$ cat config.mk
export PLATFORM = sky130hd
export DESIGN_NAME = block_reverser
export DESIGN_NICKNAME = d
export VERILOG_FILES = /design/src/logic/tbu_pkg.sv /design/src/logic/block_reverser.sv
export VERILOG_INCLUDE_DIRS = /design/src /design/src/logic
export SDC_FILE = /design/constraint.sdc
export NUM_CORES = 1
export LEC_CHECK = 0
export ABC_AREA = 1
export BUFFER_PORTS_ARGS = -buffer_cell sky130_fd_sc_hd__buf_2
export CAP_MARGIN = 10
export CORE_MARGIN = 2
export CORE_UTILIZATION = 45
export DETAILED_ROUTE_END_ITERATION = 12
export HOLD_SLACK_MARGIN = 0.05
export SKIP_LAST_GASP = 1
export SYNTH_ARGS = -nofsm -noshare
export SYNTH_HDL_FRONTEND = slang
export SYNTH_SLANG_ARGS = --single-unit
$ cat constraint.sdc
create_clock -name clk -period 2.05 [get_ports clk]
set_input_delay 0.41 -clock clk [delete_from_list [all_inputs] [get_ports clk]]
set_output_delay 0.41 -clock clk [all_outputs]
set_load 0.01 [all_outputs]
$ cat src/logic/tbu_defines.svh
`ifndef TBU_DEFINES_SVH
`define TBU_DEFINES_SVH

// Trellis size of the K=7 code
`define TBU_NUM_STATES 64

// Bits needed to name one state
`define TBU_STATE_W 6

// Survivor memory columns, one stage word each
`define TBU_DEPTH 128

// Stages walked back before the survivor paths are trusted (X_MIN)
`define TBU_TRACE_LEN 30

// Decisions emitted per traceback (B)
`define TBU_BLOCK_LEN 30

`endif

$ cat src/logic/tbu_pkg.sv
`default_nettype none

`include "tbu_defines.svh"

package tbu_pkg;

  typedef logic [`TBU_STATE_W-1:0] state_t;  // One trellis state

  typedef state_t [`TBU_NUM_STATES-1:0] prev_vec_t;  // Predecessor per state
  typedef logic [`TBU_NUM_STATES-1:0] dec_vec_t;  // Decision per state

  // Decision bit sits above the predecessor
  typedef struct packed {
    logic   dec;
    state_t prev;
  } survivor_t;

  typedef survivor_t [`TBU_NUM_STATES-1:0] stage_word_t;  // Indexed by state

  typedef logic [$clog2(`TBU_DEPTH)-1:0] col_t;
  typedef logic [4:0] blk_idx_t;  // Holds 0 to 29

  typedef enum logic [1:0] {ph_idle, ph_trace, ph_read} ptr_phase_t;

endpackage

`default_nettype wire

$ cat src/logic/block_reverser.sv
`timescale 1ns/1ps
`default_nettype none

`include "tbu_defines.svh"

module block_reverser (
  input  wire logic clk,
  input  wire logic sys_rst,
  input  wire logic bit_valid,
  input  wire logic bit_val,
  output logic      dec_valid,
  output logic      dec_bit
);

  localparam int B = `TBU_BLOCK_LEN;

  logic              buf_mem [B];
  tbu_pkg::blk_idx_t idx;
  logic              dir_up;  // Index climbs when set
  logic              seen;    // A full block is already stored
  logic              at_end;

  // Last slot in the current direction
  assign at_end = dir_up ? (idx == tbu_pkg::blk_idx_t'(B - 1)) : (idx == '0);

  always_ff @(posedge clk) begin
    if (sys_rst) begin
      idx       <= '0;
      dir_up    <= 1'b1;
      seen      <= 1'b0;
      dec_valid <= 1'b0;
    end else begin
      dec_valid <= bit_valid && seen;
      if (bit_valid) begin
        if (at_end) begin
          // Stay on the end slot, next block walks the other way
          dir_up <= ~dir_up;
          seen   <= 1'b1;
        end else if (dir_up) begin
          idx <= idx + 1'b1;
        end else begin
          idx <= idx - 1'b1;
        end
      end
    end
  end

  // Old slot goes out while the new bit goes in
  always_ff @(posedge clk) begin
    if (bit_valid) begin
      buf_mem[idx] <= bit_val;
      dec_bit      <= buf_mem[idx];
    end
  end

endmodule

`default_nettype wire

==> impl_results.md <==
- Clock Skews: 8.22 ps
- Remaining Overflow, GRT: 0
- Worst vdd ir: 0.454 mV
- Area of the core: 4090 um^2
- Post-synth top area cell: edfxtp_1
- Antenna violations before repair: 0
- Vias in the first global route: 1435
- Final wirelength: 3.87 mm
- Hold Path Class: input port to flip-flop
- Routed via count: 1425
- Sequential-to-total area share from yosys stat: 55.9%
- Crit-path max FO: 14
- Die Area: 4880 um^2
- Final core occ: 52.7%
- Global-route wire length before repair: 6.58 mm
- Die height: 69.9 um
- Mapped Nets: 224
- EDFF count, synth: 31
- Worst Hold Margin: 385 ps
- Gpl congestion: 0.795
- Hold Crit Depth: 2
- Pins over their slew limit: 0
- Critical Path Max Stage Delay: 610 ps
- Largest net degree at the start of global routing: 31
- Top cell type's share of synthesized area: 47.7%
- Commonest non-fill, non-tap cell in the layout: nand2_1
- CP max stage cell: dfxtp_1
- Dominant synthesized flop cell: edfxtp_1
- Postcts setup bufs: 0
- Hold Startpoint: sys_rst
- Via density: 5.16
- Root Buffer: clkbuf_8
- Detailed-route wire length per cell: 14.0 um
- Crit-path most repeated cell: nand2_1
- P_int: 1.39 mW
- Final hold violations: 0
- Kind of critical path: flip-flop to flip-flop
- Bufs on Longest Clock Path: 2
- Minimum clock period: 1670 ps
- Area growth from synthesis to layout: 10.3%
- Switching Fraction: 21.0%
- Worst-path clk slew: 70 ps
- CP startpoint kind: flip-flop
- WP data arrival: 1890 ps
- CTS tree: built
- Resize count post-CTS: 0
- Residual DRC: 0
- Setup violations, final: 0
- Mean Syn Cell Area: 9.04 um^2
- Clock share of power: 42.4%
- CP required: 2270 ps
- Die width: 69.9 um
- Syn. warnings: 0
- F_max: 0.601 GHz
- Sequential share of power: 49.7%
- Mapped Area: 1950 um^2
- Worst path cell trace: inv_2 -> nand2_1 -> nor2_4 -> nand2_4 -> nand2_2 -> nor2_2 -> nand2_1 -> a21oi_1
- TritonCTS Buffers: 5
- Post-synthesis instance total: 216
- GRT Total Usage: 17.5%
- Starting Density: 47.8%
- Worst skew pair latency: 290 ps
- CP Capture Type: flip-flop
- Fraction of layout cells with a size suffix above 1: 12.8%
- IO buf count: 5
- Synth unique cells: 24
- Most frequent cells in the layout: 57 x nand2_1, 36 x nor2_1, 31 x edfxtp_1
- Relative max-transition margin: 68.7%
- R2R Path Start: idx[1]
- I/O pins: 6
- HPWL Detailed: 2.59 mm
- RSZ-0062 raised after global routing: false
- Final #Nets: 233
- # diodes: 0
- Cts hold-fix bufs: 0
- Tcrit/Tclk final: 81.2%
- Switching power: 0.369 mW
- Pwr per Cell Area: 817 nW/um^2
- Post-DRT Antenna Nets: 0
- FF+latch count, synth: 39
- Combinational power share: 7.9%
- Worst slew pin tran: 469 ps
- H-tree depth: 2
- TNS Setup: 0 ps
- Max Cap Violations: 0
- Post-synthesis async set-or-reset flop share: 0%
- P_leak: 0.865 nW
- Row count: 23
- Top cells by area, synth: edfxtp_1 48%, nand2_1 11%, dfxtp_1 8.2%, nor2_1 6.9%, nand3_1 6.4%
- Drt first pass iters: 4
- Status: finished, final reports clean
- Setup crit start: idx[1]
- R2R cell count: 8
- Drt first-iter violations: 121
- # clock sinks: 39
==> worst max-delay path: cells and delay by family (launching register included) <==
kind / cells / cell delay (ps)
DFF: 1 / 610
AOI/OAI and AO/OA: 1 / 130
buffers and inverters: 1 / 240
and+or+nand+nor: 6 / 620
==> synthesized netlist by cell type (2+ instances only) <==
library cell and number:
inv_2 4, edfxtp_1 31, buf_4 2, nand3_1 25
dfxtp_1 8, buf_2 3, nand2_2 2, nand2_4 2
o211ai_1 2, nor3_1 5, inv_1 14, ha_1 3
nand2_1 57, xor2_1 2, nor2_1 36, nor2_4 2
nand4_1 3, a21oi_1 7, nor2_2 3
==> layer usage <==
metal  vias up  share of wire [%]  wire length (um)  GRT usage [%]
met5         -                  0                 0              0
met4         0                1.5                58           7.69
met3         5                6.1               234           4.91
met2        34                 46              1790           28.0
met1       658                 46              1780           22.2
li1        728                  -                 -              -
==> path summary, 6_finish.rpt <==
check,to,slack (ps)
worst max-delay path,idx[1],380
worst min-delay path,seen,390
worst max register to register,idx[1],380
worst min register to register,dec_valid,460
==> cell families after synthesis <==
kind of cell               after synthesis  share of synthesized area [%]
buffers and inverters                   24                           5.58
adders and majority gates                4                           2.95
xor gates and xnor gates                 3                           1.35
AOI/OAI and AO/OA                        9                           2.56
and+or+nand+nor                        137                           31.7
DFF                                     39                           55.9
==> sequential cells by signal, summed over array words and instances (netlist names) <==
register and cells:
idx 5, dec_bit 1, buf_mem 30, seen 1
dir_up 1, dec_valid 1
==> power groups by stage <==
| stage | registers (mW) | clock network, mW | logic, mW |
|---|---|---|---|
| 2_1_floorplan | 0.890 | 0 | 0.0971 |
| 3_3_place_gp | 0.892 | 0 | 0.135 |
| 3_5_place_dp | 0.893 | 0 | 0.137 |
| 4_1_cts | 0.874 | 0.773 | 0.138 |
| 5_1_grt | 0.876 | 0.803 | 0.158 |
| 6_report | 0.875 | 0.746 | 0.139 |
==> metrics by stage <==
stage	worst slack [ps]	instance area, um^2	cells	power (mW)
6_report	385	2150	276	1.76
5_1_grt	215	2150	276	1.84
4_1_cts	403	2150	276	1.79
3_5_place_dp	421	2020	268	1.03
3_3_place_gp	457	2020	268	1.03
2_1_floorplan	620	1950	216	0.987
==> layout make-up <==
class / instances / area, um^2
well taps: 50 / 62.6
flip-flops and latches: 39 / 1090
multi-input cells: 153 / 752
inverters: 18 / 67.6
clock inverters: 2 / 60.1
fillers: 391 / 1930
repair buffers: 8 / 47.5
clock buffers: 6 / 72.6
Note: power is estimated with default switching activity, not from simulation.
