File: config.mk
export PLATFORM = sky130hd
export DESIGN_NAME = survivor_write_ctrl
export DESIGN_NICKNAME = d
export VERILOG_FILES = /design/src/logic/tbu_pkg.sv /design/src/logic/survivor_write_ctrl.sv
export VERILOG_INCLUDE_DIRS = /design/src /design/src/logic
export SDC_FILE = /design/constraint.sdc
export NUM_CORES = 1
export LEC_CHECK = 0
export ABC_AREA = 0
export ABC_CLOCK_PERIOD_IN_PS = 2200
export BUFFER_PORTS_ARGS = -buffer_cell sky130_fd_sc_hd__buf_2
export CORE_AREA = 4 4 355 357
export CTS_CLUSTER_SIZE = 40
export DETAILED_ROUTE_END_ITERATION = 8
export DIE_AREA = 0 0 359 361
export PLACE_DENSITY = 0.37
export SYNTH_ARGS = -nofsm -noshare
export SYNTH_HDL_FRONTEND = slang
export SYNTH_SLANG_ARGS = --single-unit
File: constraint.sdc
create_clock -name clk -period 2.2 [get_ports clk]
set_input_delay 0.22 -clock clk [delete_from_list [all_inputs] [get_ports clk]]
set_output_delay 0.22 -clock clk [all_outputs]
set_load 0.005 [all_outputs]
File: src/logic/tbu_defines.svh
`ifndef TBU_DEFINES_SVH
`define TBU_DEFINES_SVH

// Trellis size of the K=7 code
`define TBU_NUM_STATES 64

// Bits needed to name one state
`define TBU_STATE_W 6

// Survivor memory columns, one stage word each
`define TBU_DEPTH 128

// Stages walked back before the survivor paths are trusted (X_MIN)
`define TBU_TRACE_LEN 30

// Decisions emitted per traceback (B)
`define TBU_BLOCK_LEN 30

`endif

File: src/logic/tbu_pkg.sv
`default_nettype none

`include "tbu_defines.svh"

package tbu_pkg;

  typedef logic [`TBU_STATE_W-1:0] state_t;  // One trellis state

  typedef state_t [`TBU_NUM_STATES-1:0] prev_vec_t;  // Predecessor per state
  typedef logic [`TBU_NUM_STATES-1:0] dec_vec_t;  // Decision per state

  // Decision bit sits above the predecessor
  typedef struct packed {
    logic   dec;
    state_t prev;
  } survivor_t;

  typedef survivor_t [`TBU_NUM_STATES-1:0] stage_word_t;  // Indexed by state

  typedef logic [$clog2(`TBU_DEPTH)-1:0] col_t;
  typedef logic [4:0] blk_idx_t;  // Holds 0 to 29

  typedef enum logic [1:0] {ph_idle, ph_trace, ph_read} ptr_phase_t;

endpackage

`default_nettype wire

File: src/logic/survivor_write_ctrl.sv
`timescale 1ns/1ps
`default_nettype none

`include "tbu_defines.svh"

module survivor_write_ctrl (
  input  wire logic              clk,
  input  wire logic              sys_rst,
  input  wire logic              valid_in,
  input  wire tbu_pkg::prev_vec_t prev_state,
  input  wire tbu_pkg::dec_vec_t  decision,
  output logic                   wr_en,
  output tbu_pkg::col_t          wr_col,
  output tbu_pkg::stage_word_t   wr_word,
  output tbu_pkg::col_t          stage_cnt
);

  localparam int DEPTH = `TBU_DEPTH;

  // Write strobe and column bookkeeping
  always_ff @(posedge clk) begin
    if (sys_rst) begin
      wr_en     <= 1'b0;
      wr_col    <= '0;
      stage_cnt <= '0;
    end else begin
      wr_en <= valid_in;
      if (wr_en) begin
        wr_col    <= (wr_col == tbu_pkg::col_t'(DEPTH - 1)) ? '0 : wr_col + 1'b1;
        stage_cnt <= stage_cnt + 1'b1;  // Wraps with the 7-bit type
      end
    end
  end

  // Stage word, one survivor entry per state
  always_ff @(posedge clk) begin
    if (valid_in) begin
      for (int s = 0; s < `TBU_NUM_STATES; s++) begin
        wr_word[s].dec  <= decision[s];
        wr_word[s].prev <= prev_state[s];
      end
    end
  end

endmodule

`default_nettype wire

==> flow_summary.toml, run 1 <==
[drt]
route.final.wire_length_mm = 63.27
drtPass1Iterations = 5
vias_per_cell = 3.059
drcViolationCount = 0
vias_after_detailed_routing = 11164
drt-initial-drc-count = 587
wl_per_cell_um = 17.33
route.antenna.remaining_nets = 0

[cts]
cts.htree.levels = 2
clock_tree.buffer_depth = 3
cts_setup_buffers = 0
clockRootBuffer = "sky130_fd_sc_hd__clkbuf_16"
cts_inserted_buffers = 56
cts_resized = 0
tritoncts_num_sinks = 463
cts.reportedPaths.clkPinSlew_ns = 0.06
worstSkewPairLatency_ns = 0.61
tritoncts = "done"

[synth]
synthTopCellsByArea = "sky130_fd_sc_hd__edfxtp_1 95%, sky130_fd_sc_hd__dfxtp_1 2.1%, sky130_fd_sc_hd__xor2_1 0.31%"
post_syn_area_um2 = 14090
synth.distinct_cells = 21
synthesis.nets = 973
synth_largest_area_cell = "sky130_fd_sc_hd__edfxtp_1"
yosysWarnings = 0
synthesis.area_per_instance_um2 = 27.10
synth_sequential_area_ratio = 0.9760
postSynthRegisterBits = 463
post-synth-top-area-fraction = 0.9547
post_synth_inst_count = 520

[placed_design]
port_buffer_cells = 913
pre_cts_ws_ns = 0.7368
place_hpwl_mm = 48.95
placedCellCount = 3094
globalplace.congestion = 0.9271

[sta]
timing.slew.headroom = 0.7201
setup_repair_after_global_routing_missed_its_margin = "no"
fin_ws_ns = 0.5686
final.setup.tns_ns = 0
min_period_over_period = 0.7416
hold_violations = 0
worst_max_slew_pin_slew_ns = 0.4199
max_freq_ghz = 0.6130
count_of_endpoints_failing_setup_in_the_final_report = 0
clock_skew_ns = 0.01049
hold_ws_ns = 0.3142
maxSlewViolCount = 0
tmin_final_ns = 1.631

[setup_path]
rr_worst_depth = 4
critical-path-top-delay-family = "flip-flops"
rr_endpoint = "wr_col[6]"
startpoint_of_the_worst_slack_reg_to_reg_timing_path = "wr_col[0]"
worst-setup-path-type = "flop to output pin"
setup.worst_path.start_class = "flop"
critical_path_required_ns = 1.98
cp.buffers_inverters = 1
reg2reg_slack_ns = 0.84
critPathCaptureType = "output pin"
timing.critical_path.slowest_cell_delay_ns = 0.59
cp_data_arrival_time_ns = 1.41
critical-path-slowest-cell = "sky130_fd_sc_hd__edfxtp_1"
worst-path-max-fanout = 1
critical_path.cell_chain = "buf_2"

[power]
pwr-share-clk = 0.407
p_int_mw = 16.86
total_leakage_power_nw = 11.09
p_comb_frac = 0.103
power.sequential.fraction = 0.490
power.density_nw_per_um2 = 801.6
maximum_ir_drop_on_the_vdd_rail_mv = 0.5859
swShare = 0.2272
power_switching_mw = 4.957
finalPower_mw = 21.81

[final_layout]
seq_area_um2 = 13750
final_net_count = 2418
layout_commonest_cell = "sky130_fd_sc_hd__buf_2"
area_taken_by_multi_input_logic_gates_um2 = 322.8
final_cell_count_no_fill = 3650
nFillCells = 13051
area_delta_synth_final_pct = 93.12
layout_common_cells = "912 x sky130_fd_sc_hd__buf_2, 450 x sky130_fd_sc_hd__dlygate4sd3_1, 448 x sky130_fd_sc_hd__edfxtp_1, 57 x sky130_fd_sc_hd__clkbuf_16, 22 x sky130_fd_sc_hd__buf_4"
drive_above_1_share = 0.5085

[floorplan]
dieWidth_um = 359
die-height_um = 361
initial_utilization = 0.1146
num_rows = 129
core_area_um2 = 123000
die-area_um2 = 129600
top_level_ports = 914

[global_routing]
overall_global_routing_usage = 0.09284
number_of_antenna_violations_at_the_first_check_in_global_routing = 14
grt_max_degree = 78
grt_first_pass_wirelength_mm = 88.46
first_global_vias = 12575
globalRouteOverflowTotal = 0

[min_path]
worstHoldPathCells = 2
min_delay_worst_endpoint = "wr_word[407]"
min_from = "prev_state[349]"
min-delay-path-class = "input port to flop"

[job]
maxCapViolCount = 0

[run_status]
status = "finished clean"
power by group through the flow:
stage	logic, mW	clock network (mW)	registers (mW)
after floorplan	0.0185	0	10.9
after global placement	1.63	0	10.9
after detailed placement	1.62	0	10.9
after CTS	2.30	9.30	10.7
after global routing	2.42	9.69	10.7
final	2.25	8.87	10.7
final cells by class:
cell class,instances,area share
diodes,3,0.0002759
clock inverters,30,0.009380
repair buffers,1389,0.3428
clock buffers,73,0.05499
multi-input cells,55,0.01186
flip-flops and latches,463,0.5054
well taps,1637,0.07527
synth_stat cells:
cell,instances
sky130_fd_sc_hd__mux2i_1,1
sky130_fd_sc_hd__nand2b_1,2
sky130_fd_sc_hd__nand2_1,8
sky130_fd_sc_hd__buf_6,1
sky130_fd_sc_hd__clkbuf_1,1
sky130_fd_sc_hd__ha_1,2
sky130_fd_sc_hd__a22oi_1,1
sky130_fd_sc_hd__or3_1,5
sky130_fd_sc_hd__o211ai_1,1
sky130_fd_sc_hd__xor2_1,5
sky130_fd_sc_hd__nor2_1,7
sky130_fd_sc_hd__a21oi_1,6
sky130_fd_sc_hd__o21ai_0,2
sky130_fd_sc_hd__edfxtp_1,448
sky130_fd_sc_hd__o21ai_1,3
sky130_fd_sc_hd__nor2b_1,2
sky130_fd_sc_hd__nand4_1,5
sky130_fd_sc_hd__nand3_1,3
sky130_fd_sc_hd__xnor2_1,1
sky130_fd_sc_hd__a31oi_1,1
sky130_fd_sc_hd__dfxtp_1,15
sequential cells by signal, indices dropped and copies added, names as in the netlist:
| register | count |
|---|---|
| wr_word | 448 |
| wr_en | 1 |
| stage_cnt | 7 |
| wr_col | 7 |
metal layers:
layer / global-route usage / routed length, um / share of wire / vias to the layer above
met3: 0.03140 / 5287 / 0.084 / 95
li1: - / - / - / 5014
met4: 0.03765 / 2039 / 0.032 / 2
met1: 0.1040 / 23910 / 0.38 / 5423
met5: 0 / 10 / 0.00016 / -
met2: 0.1620 / 32030 / 0.51 / 630
metrics by stage:
step | cell area [um2] | util
final | 27210 | 0.2213
after global routing | 27210 | 0.2212
after CTS | 27200 | 0.2212
after detailed placement | 20950 | 0.1703
after global placement | 20950 | 0.1703
after floorplan | 14090 | -
cells by family after synthesis:
family | count (synthesis) | synth area share
AO/OA/AOI/OAI | 14 | 0.005417
flip-flops | 463 | 0.9760
buffers and inverters | 2 | 0.001065
XOR/XNOR | 6 | 0.003729
AND/OR/NAND/NOR | 32 | 0.01128
multiplexers | 1 | 0.0007104
adder cells (fa/ha/maj) | 2 | 0.001776
worst max path at each step:
| stage | to | slack, ns | cells after the start | startpoint |
|---|---|---|---|---|
| final | wr_word[79] | 0.57 | 1 | wr_word[79] |
| after global routing | wr_word[79] | 0.46 | 1 | wr_word[79] |
| after CTS | wr_word[79] | 0.46 | 1 | wr_word[79] |
| after detailed placement | wr_word[291] | 0.74 | 3 | valid_in |
| after global placement | wr_word[114] | 0.73 | 3 | valid_in |
| after floorplan | stage_cnt[6] | 0.97 | 4 | stage_cnt[0] |
timing repair:
action,4_1_cts,5_1_grt
hold endpoints to repair,487,0
hold buffers,450,0
setup endpoints to repair,0,0
Power figures use the tool's default switching activity.
==> run 2, diff against run 1 <==
--- a/config.mk
+++ b/config.mk
@@ -7,12 +7,12 @@
 export NUM_CORES = 1
 export LEC_CHECK = 0
 export ABC_AREA = 0
-export ABC_CLOCK_PERIOD_IN_PS = 2200
+export ABC_CLOCK_PERIOD_IN_PS = 1600
 export BUFFER_PORTS_ARGS = -buffer_cell sky130_fd_sc_hd__buf_2
-export CORE_AREA = 4 4 355 357
+export CORE_AREA = 4 4 356 358
 export CTS_CLUSTER_SIZE = 40
 export DETAILED_ROUTE_END_ITERATION = 8
-export DIE_AREA = 0 0 359 361
+export DIE_AREA = 0 0 360 362
 export PLACE_DENSITY = 0.37
 export SYNTH_ARGS = -nofsm -noshare
 export SYNTH_HDL_FRONTEND = slang
==> constraint.sdc (replaced) <==
create_clock -name clk -period 1.6 [get_ports clk]
set_input_delay 0.16 -clock clk [delete_from_list [all_inputs] [get_ports clk]]
set_output_delay 0.16 -clock clk [all_outputs]
set_load 0.005 [all_outputs]
==> flow_summary.toml, run 2 (synthesis gave the netlist of run 1 again) <==
[min_path]
min_from = "prev_state[362]"
worstHoldPathCells = 2
min_delay_worst_endpoint = "wr_word[422]"
min-delay-path-class = "input port to flop"

[setup_path]
timing.critical_path.slowest_cell_delay_ns = 0.51
critical-path-top-delay-family = "flip-flops"
critPathCaptureType = "output pin"
reg2reg_slack_ns = 0.27
startpoint_of_the_worst_slack_reg_to_reg_timing_path = "stage_cnt[0]"
critical-path-slowest-cell = "sky130_fd_sc_hd__edfxtp_1"
critical_path.cell_chain = "buf_2"
worst-setup-path-type = "flop to output pin"
cp_data_arrival_time_ns = 1.31
rr_endpoint = "stage_cnt[6]"
cp.buffers_inverters = 1
critical_path_required_ns = 1.44
rr_worst_depth = 4
setup.worst_path.start_class = "flop"
worst-path-max-fanout = 1

[power]
total_leakage_power_nw = 11.21
maximum_ir_drop_on_the_vdd_rail_mv = 0.9039
power.density_nw_per_um2 = 1114

[sta]
maxSlewViolCount = 0
final.setup.tns_ns = 0
setup_repair_after_global_routing_missed_its_margin = "no"
hold_violations = 0
max_freq_ghz = 0.6792
clock_skew_ns = 0.005389
timing.slew.headroom = 0.8027
count_of_endpoints_failing_setup_in_the_final_report = 0
min_period_over_period = 0.9202
tmin_final_ns = 1.472
worst_max_slew_pin_slew_ns = 0.2960

[final_layout]
final_net_count = 2432
layout_commonest_cell = "sky130_fd_sc_hd__buf_2"
largest_register = "wr_word"
nFillCells = 13023
area_delta_synth_final_pct = 94.84
finish.instance_area_um2 = 27460
drive_above_1_share = 0.5131
layout_common_cells = "911 x sky130_fd_sc_hd__buf_2, 450 x sky130_fd_sc_hd__dlygate4sd3_1, 448 x sky130_fd_sc_hd__edfxtp_1, 55 x sky130_fd_sc_hd__clkbuf_16, 32 x sky130_fd_sc_hd__buf_4"
largest_registers = "wr_word x448, stage_cnt x7, wr_col x7"
largest_reg_flops = 448

[cts]
worstSkewPairLatency_ns = 0.61
cts.htree.levels = 2
tritoncts_num_sinks = 463
cts.reportedPaths.clkPinSlew_ns = 0.06
clock_tree.buffer_depth = 3
tritoncts = "done"
cts_inserted_buffers = 55
clockRootBuffer = "sky130_fd_sc_hd__clkbuf_16"
cts_setup_buffers = 0

[drt]
route.final.wire_length_mm = 66.81
wl_per_cell_um = 18.25
route.antenna.remaining_nets = 0
drcViolationCount = 0
drtPass1Iterations = 4
drt-initial-drc-count = 731
vias_per_cell = 3.034
vias_after_detailed_routing = 11112

[floorplan]
dieWidth_um = 360
die-height_um = 362
die-area_um2 = 130300
core_area_um2 = 123300
num_rows = 129
initial_utilization = 0.1143
top_level_ports = 914

[global_routing]
grt_first_pass_wirelength_mm = 92.33
globalRouteOverflowTotal = 0
first_global_vias = 12665
overall_global_routing_usage = 0.09761
number_of_antenna_violations_at_the_first_check_in_global_routing = 15
grt_max_degree = 35

[run_status]
status = "finished clean"

[placed_design]
place_hpwl_mm = 52.87
globalplace.congestion = 0.8657
port_buffer_cells = 913
placed_area_um2 = 21120

[job]
maxCapViolCount = 0
==> run 2: report_power, final <==
group | switching (mW) | total (mW) | internal (mW)
registers | 0.373 | 14.7 | 14.4
clock network | 5.10 | 12.7 | 7.56
logic | 1.41 | 3.20 | 1.78
==> run 2: layout make-up <==
class	count	area, um2	share of cell area
Antenna cell	6	15.01	0.0005469
Clock buffer	62	1403	0.05109
Clock inverter	35	401.6	0.01463
Multi-Input combinational cell	55	322.8	0.01176
Sequential cell	463	13750	0.5010
Tap cell	1637	2048	0.07460
Timing Repair Buffer	1404	9510	0.3464
==> run 2: how the worst max path moves through the flow <==
stage / from / end / depth (start not counted) / slack (ns)
6_report: wr_word[265] / wr_word[265] / 1 / 0.13
5_1_grt: wr_word[430] / wr_word[430] / 1 / 0.04
4_1_cts: wr_word[430] / wr_word[430] / 1 / 0.01
3_5_place_dp: stage_cnt[0] / stage_cnt[6] / 4 / 0.27
3_3_place_gp: stage_cnt[0] / stage_cnt[6] / 4 / 0.26
2_1_floorplan: stage_cnt[0] / stage_cnt[6] / 4 / 0.37
==> run 2: metal layers <==
metal | share of wire | track usage | vias up
met5 | 0.00085 | 0 | -
met4 | 0.020 | 0.02519 | 8
met3 | 0.087 | 0.03447 | 77
met2 | 0.51 | 0.1746 | 573
met1 | 0.38 | 0.1105 | 5421
li1 | - | - | 5033
==> run 2: metrics by stage <==
step | util | hold slack, ns | std cells | total power, mW | setup WS, ns
2_1_floorplan | - | 0.2291 | 520 | 15.00 | 0.3681
3_3_place_gp | 0.1713 | 0.3363 | 3109 | 17.32 | 0.2554
3_5_place_dp | 0.1713 | 0.3381 | 3109 | 17.31 | 0.2750
4_1_cts | 0.2225 | 0.1698 | 3656 | 31.24 | 0.01255
5_1_grt | 0.2225 | 0.1955 | 3656 | 32.02 | 0.04246
6_report | 0.2226 | 0.2483 | 3662 | 30.59 | 0.1276
==> run 2: what timing repair did <==
action | in CTS | in global routing
resized for setup | 3 | 0
hold endpoints to repair | 490 | 0
hold buffers | 450 | 0
setup endpoints to repair | 2 | 0
==> run 3, diff against run 2 <==
==> constraint.sdc (replaced) <==
create_clock -name clk -period 1.6 [get_ports clk]
set_input_delay 0 -clock clk [delete_from_list [all_inputs] [get_ports clk]]
set_output_delay 0 -clock clk [all_outputs]
set_load 0.005 [all_outputs]
==> flow_summary.toml, run 3 (synthesis gave the netlist of run 1 again) <==
[cts]
clock_tree.buffer_depth = 3
clockRootBuffer = "sky130_fd_sc_hd__clkbuf_16"
cts_resized = 0
worstSkewPairLatency_ns = 0.61
tritoncts = "done"
post_cts_hold_buffer_count = 458
cts_inserted_buffers = 55
cts.htree.levels = 2
cts.reportedPaths.clkPinSlew_ns = 0.06
tritoncts_num_sinks = 463
cts_setup_buffers = 0

[drt]
vias_after_detailed_routing = 11183
drtPass1Iterations = 4
vias_per_cell = 3.048
wl_per_cell_um = 18.27
route.final.wire_length_mm = 67.04
drcViolationCount = 0
drt-initial-drc-count = 611
route.antenna.remaining_nets = 0

[job]
maxCapViolCount = 0

[final_layout]
finalCoreUtilization = 0.2220
area_delta_synth_final_pct = 94.26
largest_registers = "wr_word x448, stage_cnt x7, wr_col x7"
final_net_count = 2433
layout_commonest_cell = "sky130_fd_sc_hd__buf_2"
final_cell_count_no_fill = 3669
nFillCells = 13037
drive_above_1_share = 0.5054
largest_reg_flops = 448
largest_register = "wr_word"
layout_common_cells = "912 x sky130_fd_sc_hd__buf_2, 458 x sky130_fd_sc_hd__dlygate4sd3_1, 448 x sky130_fd_sc_hd__edfxtp_1, 57 x sky130_fd_sc_hd__clkbuf_16, 24 x sky130_fd_sc_hd__buf_4"

[sta]
clock_skew_ns = 0.003337
setup_repair_after_global_routing_missed_its_margin = "no"
maxSlewViolCount = 0
count_of_endpoints_failing_setup_in_the_final_report = 0
tmin_final_ns = 1.474
timing.slew.headroom = 0.7103
worst_max_slew_pin_slew_ns = 0.4345
final.setup.tns_ns = 0
hold_violations = 0
max_freq_ghz = 0.6785
min_period_over_period = 0.9212

[floorplan]
die-area_um2 = 130300
die-height_um = 362
top_level_ports = 914
initial_utilization = 0.1143
dieWidth_um = 360
core_area_um2 = 123300
num_rows = 129

[global_routing]
globalRouteOverflowTotal = 0
grt_max_degree = 54
first_global_vias = 12556
overall_global_routing_usage = 0.09774
grt_first_pass_wirelength_mm = 91.89
number_of_antenna_violations_at_the_first_check_in_global_routing = 18

[power]
total_leakage_power_nw = 11.15
p_comb_frac = 0.107
power.density_nw_per_um2 = 1085
swShare = 0.2301
power.sequential.fraction = 0.496
pwr-share-clk = 0.397
p_int_mw = 22.86
maximum_ir_drop_on_the_vdd_rail_mv = 0.7511
power_switching_mw = 6.831

[setup_path]
critPathCaptureType = "output pin"
rr_endpoint = "stage_cnt[5]"
reg2reg_slack_ns = 0.25
worst-setup-path-type = "flop to output pin"
cp_data_arrival_time_ns = 1.47
worst-path-max-fanout = 11
setup.worst_path.start_class = "flop"
rr_worst_depth = 3
startpoint_of_the_worst_slack_reg_to_reg_timing_path = "wr_en"
critical_path_required_ns = 1.60

[placed_design]
globalplace.congestion = 0.8585
placedCellCount = 3102
place_hpwl_mm = 52.53
port_buffer_cells = 913

[min_path]
min_delay_worst_endpoint = "wr_word[200]"
min-delay-path-class = "input port to flop"
worstHoldPathCells = 2
min_from = "prev_state[172]"

[run_status]
status = "finished clean"
-- run 3: cell types whose count changed in the layout (fill, tap and decap cells not counted), sizes merged --
cell,before,now
buf,954,947
bufinv,8,1
clkbuf,62,72
clkinv,21,23
clkinvlp,3,4
dlygate4sd3,450,458
-- run 3: power by group through the flow --
stage | combinational (mW) | clock [mW] | sequential [mW]
finish | 3.19 | 11.8 | 14.7
global route | 3.43 | 12.9 | 14.8
floorplan | 0.0255 | 0 | 15.0
global placement | 2.33 | 0 | 15.0
detailed placement | 2.32 | 0 | 15.0
CTS | 3.27 | 12.3 | 14.7
-- run 3: worst max-delay path: stages (launching register included) --
cell                      delay (ns)
sky130_fd_sc_hd__dfxtp_1        0.53
sky130_fd_sc_hd__buf_4          0.21
sky130_fd_sc_hd__buf_2          0.13
-- run 3: how the worst max path moves through the flow --
stage,slack (ns),from,cells past startpoint,to
after global placement,0.28,wr_en,3,wr_col[6]
final,0.13,wr_en,2,wr_en
after floorplan,0.37,stage_cnt[0],4,stage_cnt[6]
after global routing,0.002,wr_en,2,wr_en
after CTS,0.04,wr_en,2,wr_en
after detailed placement,0.27,stage_cnt[0],4,stage_cnt[6]
-- run 3: cell type report --
| type | instances | area (um2) | area share |
|---|---|---|---|
| diodes | 6 | 15.01 | 0.0005485 |
| clock buffers | 72 | 1493 | 0.05453 |
| clock inverters | 31 | 197.7 | 0.007222 |
| multi-input cells | 55 | 322.8 | 0.01179 |
| flip-flops and latches | 463 | 13750 | 0.5024 |
| well taps | 1637 | 2048 | 0.07482 |
| repair buffers | 1405 | 9544 | 0.3487 |
-- run 3: stage by stage --
| step | hold WS, ns | power, mW | worst slack (ns) | cell area [um2] |
|---|---|---|---|---|
| detailed placement | 0.1781 | 17.28 | 0.2726 | 21080 |
| finish | 0.08426 | 29.69 | 0.1261 | 27370 |
| CTS | 0.0009127 | 30.34 | 0.04343 | 27360 |
| global route | 0.02171 | 31.09 | 0.001974 | 27360 |
| floorplan | 0.06907 | 15.00 | 0.3681 | 14090 |
| global placement | 0.1768 | 17.29 | 0.2780 | 21080 |
-- run 3: per-layer routing --
layer | global-route usage | share of wire | up-vias
met4 | 0.03205 | 0.030 | 2
met2 | 0.1713 | 0.50 | 567
li1 | - | - | 5043
met5 | 0 | 0.00019 | -
met1 | 0.1102 | 0.38 | 5468
met3 | 0.03560 | 0.090 | 103
