==> src/logic/tbu_defines.svh <==
`ifndef TBU_DEFINES_SVH
`define TBU_DEFINES_SVH

// Trellis size of the K=7 code
`define TBU_NUM_STATES 64

// Bits needed to name one state
`define TBU_STATE_W 6

// Survivor memory columns, one stage word each
`define TBU_DEPTH 128

// Stages walked back before the survivor paths are trusted (X_MIN)
`define TBU_TRACE_LEN 30

// Decisions emitted per traceback (B)
`define TBU_BLOCK_LEN 30

`endif

==> src/logic/tbu_pkg.sv <==
`default_nettype none

`include "tbu_defines.svh"

package tbu_pkg;

  typedef logic [`TBU_STATE_W-1:0] state_t;  // One trellis state

  typedef state_t [`TBU_NUM_STATES-1:0] prev_vec_t;  // Predecessor per state
  typedef logic [`TBU_NUM_STATES-1:0] dec_vec_t;  // Decision per state

  // Decision bit sits above the predecessor
  typedef struct packed {
    logic   dec;
    state_t prev;
  } survivor_t;

  typedef survivor_t [`TBU_NUM_STATES-1:0] stage_word_t;  // Indexed by state

  typedef logic [$clog2(`TBU_DEPTH)-1:0] col_t;
  typedef logic [4:0] blk_idx_t;  // Holds 0 to 29

  typedef enum logic [1:0] {ph_idle, ph_trace, ph_read} ptr_phase_t;

endpackage

`default_nettype wire

==> src/logic/traceback_ptr.sv <==
`timescale 1ns/1ps
`default_nettype none

`include "tbu_defines.svh"

module traceback_ptr #(
  parameter int FIRST_END = 59
) (
  input  wire logic                 clk,
  input  wire logic                 sys_rst,
  input  wire logic                 valid_in,
  input  wire tbu_pkg::col_t        stage_cnt,
  output tbu_pkg::col_t             rd_col,
  input  wire tbu_pkg::stage_word_t rd_word,
  output logic                      bit_valid,
  output logic                      bit_val
);

  localparam int X_MIN = `TBU_TRACE_LEN;
  localparam int B     = `TBU_BLOCK_LEN;
  localparam int DEPTH = `TBU_DEPTH;

  tbu_pkg::ptr_phase_t phase;
  tbu_pkg::blk_idx_t   cnt;        // Steps issued in the current phase
  tbu_pkg::col_t       col;        // Column for the next read
  tbu_pkg::col_t       start_col;  // Column where this traceback began
  tbu_pkg::state_t     st;         // Current state on the survivor path
  logic                pend;       // Read data arrives this cycle
  logic                pend_emit;  // That data belongs to the read phase

  tbu_pkg::survivor_t  entry;
  tbu_pkg::col_t       col_prev;
  tbu_pkg::col_t       next_start;
  logic                start_hit;
  logic                issue;
  logic                first_step;

  assign rd_col = col;
  assign entry  = rd_word[st];

  // One column back, wrapping below zero
  assign col_prev   = (col == '0) ? tbu_pkg::col_t'(DEPTH - 1) : col - 1'b1;
  assign next_start = tbu_pkg::col_t'((int'(start_col) + 2 * B) % DEPTH);

  assign start_hit  = (stage_cnt == tbu_pkg::col_t'(FIRST_END + 1));
  assign issue      = valid_in && ((phase != tbu_pkg::ph_idle) || start_hit);
  assign first_step = (phase == tbu_pkg::ph_idle) ||
                      ((phase == tbu_pkg::ph_trace) && (cnt == '0));

  always_ff @(posedge clk) begin
    if (sys_rst) begin
      phase     <= tbu_pkg::ph_idle;
      cnt       <= '0;
      col       <= tbu_pkg::col_t'(FIRST_END);
      start_col <= tbu_pkg::col_t'(FIRST_END);
      st        <= '0;
      pend      <= 1'b0;
      pend_emit <= 1'b0;
      bit_valid <= 1'b0;
    end else begin
      pend      <= issue;
      bit_valid <= pend && pend_emit;

      // Follow the predecessor of the selected entry
      if (pend) begin
        st <= entry.prev;
      end

      if (issue) begin
        pend_emit <= (phase == tbu_pkg::ph_read);
        if (first_step) begin
          st <= '0;  // Every traceback starts in state 0
        end

        case (phase)
          tbu_pkg::ph_read: begin
            if (cnt == tbu_pkg::blk_idx_t'(B - 1)) begin
              // Block done, jump ahead two blocks
              phase     <= tbu_pkg::ph_trace;
              cnt       <= '0;
              col       <= next_start;
              start_col <= next_start;
            end else begin
              cnt <= cnt + 1'b1;
              col <= col_prev;
            end
          end
          default: begin  // Idle start counts as the first traceback step
            if (cnt == tbu_pkg::blk_idx_t'(X_MIN - 1)) begin
              phase <= tbu_pkg::ph_read;
              cnt   <= '0;
            end else begin
              phase <= tbu_pkg::ph_trace;
              cnt   <= cnt + 1'b1;
            end
            col <= col_prev;
          end
        endcase
      end
    end
  end

  // Decision bit travels alongside bit_valid
  always_ff @(posedge clk) begin
    if (pend) begin
      bit_val <= entry.dec;
    end
  end

endmodule

`default_nettype wire

==> config.mk <==
export PLATFORM = sky130hd
export DESIGN_NAME = traceback_ptr
export DESIGN_NICKNAME = d
export VERILOG_FILES = /design/src/logic/tbu_pkg.sv /design/src/logic/traceback_ptr.sv
export VERILOG_INCLUDE_DIRS = /design/src /design/src/logic
export SDC_FILE = /design/constraint.sdc
export NUM_CORES = 1
export LEC_CHECK = 0
export ABC_AREA = 0
export BUFFER_PORTS_ARGS = -buffer_cell sky130_fd_sc_hd__buf_2
export CAP_MARGIN = 15
export CELL_PAD_IN_SITES_DETAIL_PLACEMENT = 2
export CELL_PAD_IN_SITES_GLOBAL_PLACEMENT = 2
export CORE_AREA = 2 2 182 184
export DETAILED_ROUTE_END_ITERATION = 10
export DIE_AREA = 0 0 184 186
export PLACE_DENSITY = 0.75
export REMOVE_ABC_BUFFERS = 1
export SETUP_SLACK_MARGIN = 0.05
export SYNTH_ARGS = -nofsm -noshare
export SYNTH_HDL_FRONTEND = slang
export SYNTH_SLANG_ARGS = --single-unit
export TNS_END_PERCENT = 1
==> constraint.sdc <==
create_clock -name clk -period 3.1 [get_ports clk]
set_input_delay 0.93 -clock clk [delete_from_list [all_inputs] [get_ports clk]]
set_output_delay 0.93 -clock clk [all_outputs]
set_load 0.03 [all_outputs]
==> results of run 1 <==
path summary, 6_finish.rpt:
check                              start                   end  slack, ns  depth (start not counted)
setup / recovery            stage_cnt[0]   cnt[0]$_SDFFE_PP0P_       0.35                          6
setup reg to reg        st[0]$_SDFF_PP0_      st[4]$_SDFF_PP0_       0.50                          7
hold / removal    pend_emit$_SDFFE_PP0P_  bit_valid$_SDFF_PP0_       0.46                          2
hold reg to reg   pend_emit$_SDFFE_PP0P_  bit_valid$_SDFF_PP0_       0.46                          2
worst min-delay path, stage by stage, from the launching register on:
cell,delay [ns]
dfxtp_1,0.32
nand2_1,0.06
nor2_1,0.04
layer usage:
| layer | wire, µm | track usage | share of wire | vias up |
|---|---|---|---|---|
| met2 | 16900 | 0.326 | 0.53 | 276 |
| li1 | - | - | - | 2829 |
| met5 | 62 | 0 | 0.0019 | - |
| met3 | 2430 | 0.0538 | 0.076 | 46 |
| met1 | 12100 | 0.205 | 0.38 | 3258 |
| met4 | 672 | 0.0518 | 0.021 | 10 |
registers in the layout (all words and copies together) (netlist names):
| signal | cells |
|---|---|
| bit_valid | 1 |
| cnt | 5 |
| pend | 1 |
| pend_emit | 1 |
| bit_val | 1 |
| st | 6 |
| phase | 2 |
| rd_col | 7 |
| start_col | 5 |
cell usage after synthesis (2+ instances only):
cell,count
mux4_2,89
mux2i_1,43
nand2_1,32
dfxtp_1,28
mux4_1,20
nor2_1,17
inv_1,15
a211oi_1,12
a22oi_1,11
nor3_1,11
buf_4,9
nand3_1,9
o21ai_0,9
o22ai_1,9
and2_1,8
buf_6,8
clkbuf_1,8
nand2b_1,8
a21oi_1,7
buf_2,7
nand4_1,7
xor2_1,7
ha_1,6
a311oi_1,5
nor2b_1,5
xnor2_1,5
a31oi_1,4
buf_12,4
a41oi_1,3
buf_1,3
clkbuf_4,3
clkbuf_8,3
nor3b_1,3
o211ai_1,3
a211o_1,2
a21o_1,2
a221oi_1,2
a32oi_1,2
and3_1,2
o2111ai_1,2
power by group through the flow:
stage,Combinational (mW),Clock (mW),Sequential (mW)
after floorplan,0.239,0,0.409
after global placement,0.628,0,0.407
after detailed placement,0.649,0,0.409
after CTS,0.652,0.531,0.400
after global routing,0.697,0.551,0.401
final,0.646,0.501,0.399
final cells by class:
cell class | count | area [µm²] | share of cell area
timing repair buffer | 497 | 2590 | 0.316
clock buffer | 5 | 125 | 0.0153
sequential | 29 | 603 | 0.0735
clock inverter | 3 | 16.3 | 0.00198
tap | 408 | 510 | 0.0623
inverter | 16 | 60.1 | 0.00732
multi-input combinational | 359 | 4270 | 0.520
antenna | 12 | 30.0 | 0.00366
kinds of logic (layout without fill, tap and decap cells):
logic type | Yosys count | count (layout) | synth area share
fa+ha+maj | 6 | 6 | 0.0142
mux | 152 | 152 | 0.559
buf+inv | 61 | 521 | 0.0827
flops | 29 | 29 | 0.112
simple gates | 109 | 109 | 0.104
other cells | 0 | 12 | 0
compound gates | 80 | 80 | 0.109
xor+xnor | 12 | 12 | 0.0199
stage by stage:
step / TNS [ns] / util / instance area [µm²] / hold WS [ns] / power [mW]
final: 0 / 0.255 / 8200 / 0.463 / 1.55
after global routing: 0 / 0.254 / 8190 / 0.472 / 1.65
after CTS: 0 / 0.254 / 8170 / 0.466 / 1.58
after detailed placement: -0.0925 / 0.249 / 8030 / 0.462 / 1.06
after global placement: 0 / 0.249 / 8030 / 0.459 / 1.04
after floorplan: -13.05 / - / 4920 / 0.409 / 0.647
==> impl_metrics.json, run 1 <==
{
  "yosysTopAreaCell": "mux4_2",
  "path_buf_inv": 1,
  "period_needed_ns": 2.75,
  "synth_edf_count": 1,
  "clk_latency_ns": 0.28,
  "synth_seq_cells": 29,
  "dp_cells": 1309,
  "yosysTopAreaCellShare": 0.379,
  "antenna_found_initial": 16,
  "critPathSlowestCell": "o311ai_0",
  "switchingPower_mw": 0.480,
  "ys_seq_area_frac": 0.112,
  "grt_pass1_vias": 7171,
  "power.share.switching": 0.311,
  "drt_pass1_iterations": 4,
  "cp_cell_sequence": "buf_2 -> nand4bb_1 -> o311ai_0 -> nand2_1 -> nor2_1 -> nor3_1",
  "fmax_ghz": 0.363,
  "critPathArrivalTime_ns": 2.91,
  "wire_per_inst_um": 24.2,
  "hold_path_class": "reg -> reg",
  "clkSinkCount": 29,
  "grt_overflow": 0,
  "grt_pass1_wl_mm": 45.2,
  "io_pins": 467,
  "grt_use_total": 0.180,
  "routed_wl_mm": 32.1,
  "syn_area_um2": 5290,
  "drv_slew": 0,
  "fillers": 3740,
  "peakVddDrop_mv": 0.147,
  "ys_types": 56,
  "slowest_delay_ns": 0.64,
  "ys_top_cells_by_area": "mux4_2 (38%), dfxtp_1 (11%), mux4_1 (9.9%)",
  "ys.flop_type": "dfxtp_1",
  "cts_made_buffers": 5,
  "final_cells": 1329,
  "yosysWarnings": 0,
  "final_nets": 1372,
  "htree_levels": 2,
  "power_frac_seq": 0.258,
  "cts_max_path_buffers": 2,
  "postCtsResizedCells": 0,
  "design.die.area_um2": 34200,
  "status": "complete, no violations",
  "rsz0062_at_grt": "no",
  "slew-limit-headroom": 0.510,
  "maxCapViolCount": 0,
  "grt_start_max_net_pins": 46,
  "drtIter0Drc": 197,
  "cts_tree": "yes",
  "final-hold-violation-count": 0,
  "clockPowerShare": 0.324,
  "postCtsSetupBuffers": 0,
  "drive_above_1_share": 0.660,
  "skew_ns": 0.00416,
  "cts_root_buf": "clkbuf_16",
  "num_rows": 66,
  "clkSlewWorstSetupHoldPaths_ns": 0.06,
  "post-dp-hpwl_mm": 27.8,
  "cts_hold_buf": 0,
  "drc_errors": 0,
  "vias_per_cell": 4.83,
  "crit_path_max_fanout": 18,
  "critical_path_class": "in -> reg",
  "internal-power_mw": 1.07,
  "mostFrequentLayoutCell": "buf_2",
  "postRouteAntennaNets": 0,
  "setup-violations-final": 0,
  "leakagePower_nw": 3.45,
  "startpoint_type": "input pin",
  "synthArstFlopShare": 0,
  "start_util": 0.164,
  "area_growth_pct": 54.9,
  "fin_ws_ns": 0.345,
  "crit_path_end_kind": "flop",
  "gp_congestion": 0.876,
  "tightest_slew_ns": 0.735,
  "num_vias": 6419,
  "die_x_um": 184,
  "critPathTopFamily": "simple AND/OR/NAND/NOR gates",
  "required_ns": 3.26,
  "final_cell_mix": "buf_2 (466), mux4_2 (89), mux2i_1 (43)",
  "port_buffers": 466,
  "pwr_density_cell_nw_per_um2": 188,
  "coreArea_um2": 32200,
  "period_share": 0.889,
  "dp_slack_ns": -0.0279,
  "syn_area_per_cell_um2": 11.8,
  "die_y_um": 186,
  "syn-instance-count": 449,
  "pwr-share-comb": 0.418
}
(Power assumes the default switching activity.)
==> inputs of run 2 (changes only) <==
==> constraint.sdc (replaced) <==
create_clock -name clk -period 2.6 [get_ports clk]
set_input_delay 0.78 -clock clk [delete_from_list [all_inputs] [get_ports clk]]
set_output_delay 0.78 -clock clk [all_outputs]
set_load 0.03 [all_outputs]
==> run 2 against run 1 <==
  * Clock-buffer cell count is the same
  * Die area is the same
  * Register-to-register slack lost 0.35 ns
  * Sequential cell count is the same
  * Worst hold slack gained 0.016 ns
  * Setup slack lost 0.20 ns
  * Wire length grew 1.9%
  * Clock power grew 18%
  * Power grew 20%
  * Utilization grew 0.38 points
  * Sequential power grew 19%
  * Combinational power grew 22%
==> impl_metrics.json, run 2 (same netlist as run 1, synthesis figures left out) <==
{
  "status": "complete, no violations",
  "cts_made_buffers": 5,
  "final_nets": 1383,
  "fmax_ghz": 0.408,
  "crit_path_max_fanout": 28,
  "grt_start_max_net_pins": 35,
  "port_buffers": 466,
  "gp_congestion": 0.904,
  "antenna_found_initial": 16,
  "vias_per_cell": 4.78,
  "top_layer_used": "met5",
  "start_util": 0.164,
  "dp_slack_ns": 0.0102,
  "critPathSlowestCell": "mux4_1",
  "cts_hold_buf": 0,
  "die_y_um": 186,
  "cts_root_buf": "clkbuf_16",
  "num_rows": 66,
  "pwr_density_cell_nw_per_um2": 222,
  "drv_slew": 0,
  "tightest_slew_ns": 0.664,
  "maxCapViolCount": 0,
  "met2WireLength_mm": 17.5,
  "grt_overflow": 0,
  "dr_wl_met3_mm": 2.14,
  "multiInputGateArea_um2": 4260,
  "startpoint_type": "flop",
  "period_needed_ns": 2.45,
  "final_cell_mix": "buf_2 (466), mux4_2 (90), mux2i_1 (43)",
  "leakagePower_nw": 3.51,
  "area_growth_pct": 57.2,
  "hold_path_class": "reg -> reg",
  "wire_per_inst_um": 24.4,
  "num_vias": 6407,
  "critPathArrivalTime_ns": 2.62,
  "largest_register_ffs": 7,
  "postRouteAntennaNets": 0,
  "clockPowerShare": 0.319,
  "htree_levels": 2,
  "design.die.area_um2": 34200,
  "required_ns": 2.76,
  "rsz0062_at_grt": "yes",
  "die_x_um": 184,
  "grt_use_total": 0.186,
  "crit_path_end_kind": "flop",
  "final-hold-violation-count": 0,
  "power_frac_seq": 0.256,
  "seq_area_um2": 603,
  "post-dp-hpwl_mm": 28.4,
  "routed_wl_mm": 32.7,
  "critical_path_class": "reg -> reg",
  "io_pins": 467,
  "internal-power_mw": 1.28,
  "slew-limit-headroom": 0.555,
  "drtIter0Drc": 199,
  "cts_max_path_buffers": 2,
  "pwr-share-comb": 0.425,
  "period_share": 0.943,
  "mostFrequentLayoutCell": "buf_2",
  "timing.hold.ws_ns": 0.479,
  "setup-violations-final": 0,
  "fillers": 3754,
  "skew_ns": 0.00418,
  "slowest_delay_ns": 0.60,
  "m1WireLength_mm": 12.4,
  "drt_pass1_iterations": 4,
  "drc_errors": 0,
  "cp_cell_sequence": "buf_16 -> mux4_1 -> mux4_2 -> nor3b_1 -> nor3_1 -> a22oi_1 -> o21ai_1",
  "fin_ws_ns": 0.148,
  "clk_latency_ns": 0.28,
  "clkSinkCount": 29,
  "grt_pass1_vias": 7523,
  "grt_pass1_wl_mm": 46.7,
  "switchingPower_mw": 0.573,
  "power.share.switching": 0.309,
  "cts_tree": "yes",
  "drive_above_1_share": 0.665,
  "coreArea_um2": 32200,
  "clkSlewWorstSetupHoldPaths_ns": 0.06,
  "peakVddDrop_mv": 0.188
}
-- run 2: layout make-up --
cell class,instances,share of cell area
flip-flops and latches,29,0.0724
clock buffers,5,0.0150
repair buffers,508,0.326
clock inverters,3,0.00195
multi-input cells,359,0.512
well taps,408,0.0613
diodes,12,0.00361
inverters,16,0.00721
-- run 2: critical path: cells and delay by family, from the launching register on --
family          cells  cell delay, ns
mux                 2            1.08
flops               1            0.44
simple gates        2            0.28
compound gates      2            0.26
buf+inv             1            0.23
-- run 2: path summary, 6_finish.rpt --
check	from	endpoint	slack [ns]	cells past startpoint
setup / recovery	st[0]$_SDFF_PP0_	st[5]$_SDFF_PP0_	0.15	7
hold / removal	pend_emit$_SDFFE_PP0P_	bit_valid$_SDFF_PP0_	0.48	2
setup reg to reg	st[0]$_SDFF_PP0_	st[5]$_SDFF_PP0_	0.15	7
hold reg to reg	pend_emit$_SDFFE_PP0P_	bit_valid$_SDFF_PP0_	0.48	2
-- run 2: layer usage --
metal | up-vias | GRT usage
li1 | 2858 | -
met1 | 3234 | 0.211
met2 | 267 | 0.341
met3 | 42 | 0.0511
met4 | 6 | 0.0515
met5 | - | 0
-- run 2: power groups by stage --
stage	clock (mW)	sequential [mW]	combinational [mW]
5_1_grt	0.645	0.476	0.855
3_3_place_gp	0	0.484	0.765
3_5_place_dp	0	0.486	0.789
6_report	0.591	0.474	0.787
2_1_floorplan	0	0.487	0.284
4_1_cts	0.633	0.475	0.793
-- run 2: stage by stage --
step	instance area [µm²]	std cells	power, mW	TNS, ns	utilization
4_1_cts	8270	1327	1.90	0	0.257
5_1_grt	8310	1336	1.98	-0.0109	0.258
3_5_place_dp	8130	1319	1.28	0	0.252
2_1_floorplan	4920	404	0.772	-16.55	-
6_report	8320	1340	1.85	0	0.258
3_3_place_gp	8130	1319	1.25	0	0.252
-- run 2: what timing repair did --
item	CTS	global route
gates resized for setup	0	2
setup buffers	0	1
endpoints found under the setup margin	0	2
==> inputs of run 3 (changes only) <==
--- a/config.mk
+++ b/config.mk
@@ -7,14 +7,15 @@
 export NUM_CORES = 1
 export LEC_CHECK = 0
 export ABC_AREA = 0
-export BUFFER_PORTS_ARGS = -buffer_cell sky130_fd_sc_hd__buf_2
+export ABC_CLOCK_PERIOD_IN_PS = 2600
 export CAP_MARGIN = 15
 export CELL_PAD_IN_SITES_DETAIL_PLACEMENT = 2
 export CELL_PAD_IN_SITES_GLOBAL_PLACEMENT = 2
-export CORE_AREA = 2 2 182 184
+export CORE_AREA = 2 2 184 186
 export DETAILED_ROUTE_END_ITERATION = 10
-export DIE_AREA = 0 0 184 186
-export PLACE_DENSITY = 0.75
+export DIE_AREA = 0 0 186 188
+export DONT_BUFFER_PORTS = 1
+export PLACE_DENSITY = 0.52
 export REMOVE_ABC_BUFFERS = 1
 export SETUP_SLACK_MARGIN = 0.05
 export SYNTH_ARGS = -nofsm -noshare
==> run 3 against run 2 <==
  * Fmax grew 2.3%
  * Die area grew 2.2%
  * Power shrank 16%
  * Clock power grew 15%
  * Clock-buffer cell count grew 3
  * Largest power group is now clock
==> impl_metrics.json, run 3 (same netlist as run 1, synthesis figures left out) <==
{
  "critPathArrivalTime_ns": 2.57,
  "peakVddDrop_mv": 0.182,
  "drtIter0Drc": 275,
  "coreArea_um2": 33100,
  "grt_pass1_wl_mm": 38.0,
  "maxCapViolCount": 0,
  "clockPowerShare": 0.434,
  "skew_ns": 0.00838,
  "period_needed_ns": 2.40,
  "leakagePower_nw": 1.68,
  "start_util": 0.160,
  "port_buffers": 0,
  "dp_slack_ns": 0.0298,
  "die_x_um": 186,
  "rsz0062_at_grt": "yes",
  "final_cells": 910,
  "power.share.switching": 0.275,
  "clk_latency_ns": 0.29,
  "wire_per_inst_um": 30.8,
  "antenna_found_initial": 20,
  "gp_congestion": 0.899,
  "clkSlewWorstSetupHoldPaths_ns": 0.06,
  "clkSinkCount": 29,
  "mostFrequentLayoutCell": "mux4_2",
  "fmax_ghz": 0.417,
  "slew-limit-headroom": 0.550,
  "r2r_cells": 7,
  "htree_levels": 2,
  "startpoint_type": "flop",
  "fin_ws_ns": 0.203,
  "crit_path_end_kind": "flop",
  "num_vias": 4551,
  "hold_path_class": "reg -> reg",
  "io_pins": 467,
  "vias_per_cell": 5.00,
  "final-hold-violation-count": 0,
  "fillers": 3699,
  "grt_start_max_net_pins": 37,
  "die_y_um": 188,
  "min_path_cells": 2,
  "drt_pass1_iterations": 4,
  "drv_slew": 0,
  "design.die.area_um2": 35000,
  "num_rows": 67,
  "internal-power_mw": 1.13,
  "totalPowerFinal_mw": 1.56,
  "cts_root_buf": "clkbuf_16",
  "post-dp-hpwl_mm": 24.3,
  "r2r_slack_ns": 0.20,
  "pwr-share-comb": 0.272,
  "finalSetupTns_ns": 0,
  "grt_overflow": 0,
  "tightest_slew_ns": 0.673,
  "switchingPower_mw": 0.431,
  "critical_path_class": "reg -> reg",
  "largest_register_ffs": 7,
  "pwr_density_cell_nw_per_um2": 256,
  "cts_max_path_buffers": 2,
  "required_ns": 2.77,
  "final_nets": 912,
  "drive_above_1_share": 0.316,
  "cts_hold_buf": 0,
  "area_growth_pct": 15.3,
  "routed_wl_mm": 28.0,
  "crit_path_max_fanout": 7,
  "setup-violations-final": 0,
  "final_util": 0.184,
  "final_cell_mix": "mux4_2 (89), mux2i_1 (42), nand2_1 (32)",
  "postRouteAntennaNets": 0,
  "cts_tree": "yes",
  "cts_made_buffers": 5,
  "drc_errors": 0,
  "dp_cells": 885,
  "power_frac_seq": 0.294,
  "grt_pass1_vias": 5050,
  "status": "complete, no violations",
  "grt_use_total": 0.153,
  "period_share": 0.922
}
[run 3: cell types whose count changed in the layout (fill, tap and decap cells not counted), sizes merged]
cell	change
clkinv	-2
buf	-472
diode	+1
clkbuf	+4
inv	-1
[run 3: worst paths after layout]
| check | startpoint | end |
|---|---|---|
| max reg2reg | st[0]$_SDFF_PP0_ | st[5]$_SDFF_PP0_ |
| min reg2reg | pend_emit$_SDFFE_PP0P_ | bit_valid$_SDFF_PP0_ |
| max | st[0]$_SDFF_PP0_ | st[5]$_SDFF_PP0_ |
| min | pend_emit$_SDFFE_PP0P_ | bit_valid$_SDFF_PP0_ |
[run 3: power by group through the flow]
stage               sequential (mW)  clock (mW)  combinational (mW)
floorplan                     0.487           0               0.284
global placement              0.471           0               0.422
detailed placement            0.472           0               0.432
CTS                           0.462       0.718               0.433
global route                  0.462       0.735               0.462
finish                        0.460       0.678               0.426
[run 3: stage by stage]
step / instance area (µm²) / hold WS [ns]
6_report: 6100 / 0.461
3_3_place_gp: 5840 / 0.430
3_5_place_dp: 5840 / 0.454
5_1_grt: 6090 / 0.484
4_1_cts: 6010 / 0.464
2_1_floorplan: 4920 / 0.409
[run 3: critical path, stage by stage, from the launching register on]
cell and delay, ns:
dfxtp_4 0.45, buf_4 0.21, mux4_1 0.57, mux4_2 0.47
nor3b_1 0.23, nor3_1 0.09, a22oi_1 0.17, o21ai_1 0.08
[run 3: per-layer routing]
layer / track usage / routed length (µm) / up-vias
met5: 0 / 103 / -
met4: 0.0218 / 277 / 14
met3: 0.0507 / 2020 / 27
met2: 0.268 / 14600 / 240
met1: 0.184 / 11100 / 2361
li1: - / - / 1909
[run 3: repair_timing]
| action | CTS | global route |
|---|---|---|
| cloned | 0 | 1 |
| endpoints found under the setup margin | 1 | 4 |
| resized for setup | 1 | 4 |
| setup buffers | 0 | 3 |
[run 3: final cells by class]
class / instances / area [µm²] / area share
tap: 448 / 561 / 0.0919
timing repair buffer: 37 / 399 / 0.0654
clock buffer: 8 / 168 / 0.0275
antenna: 13 / 32.5 / 0.00533
multi-input combinational: 359 / 4280 / 0.701
inverter: 16 / 60.1 / 0.00984
sequential: 29 / 603 / 0.0988
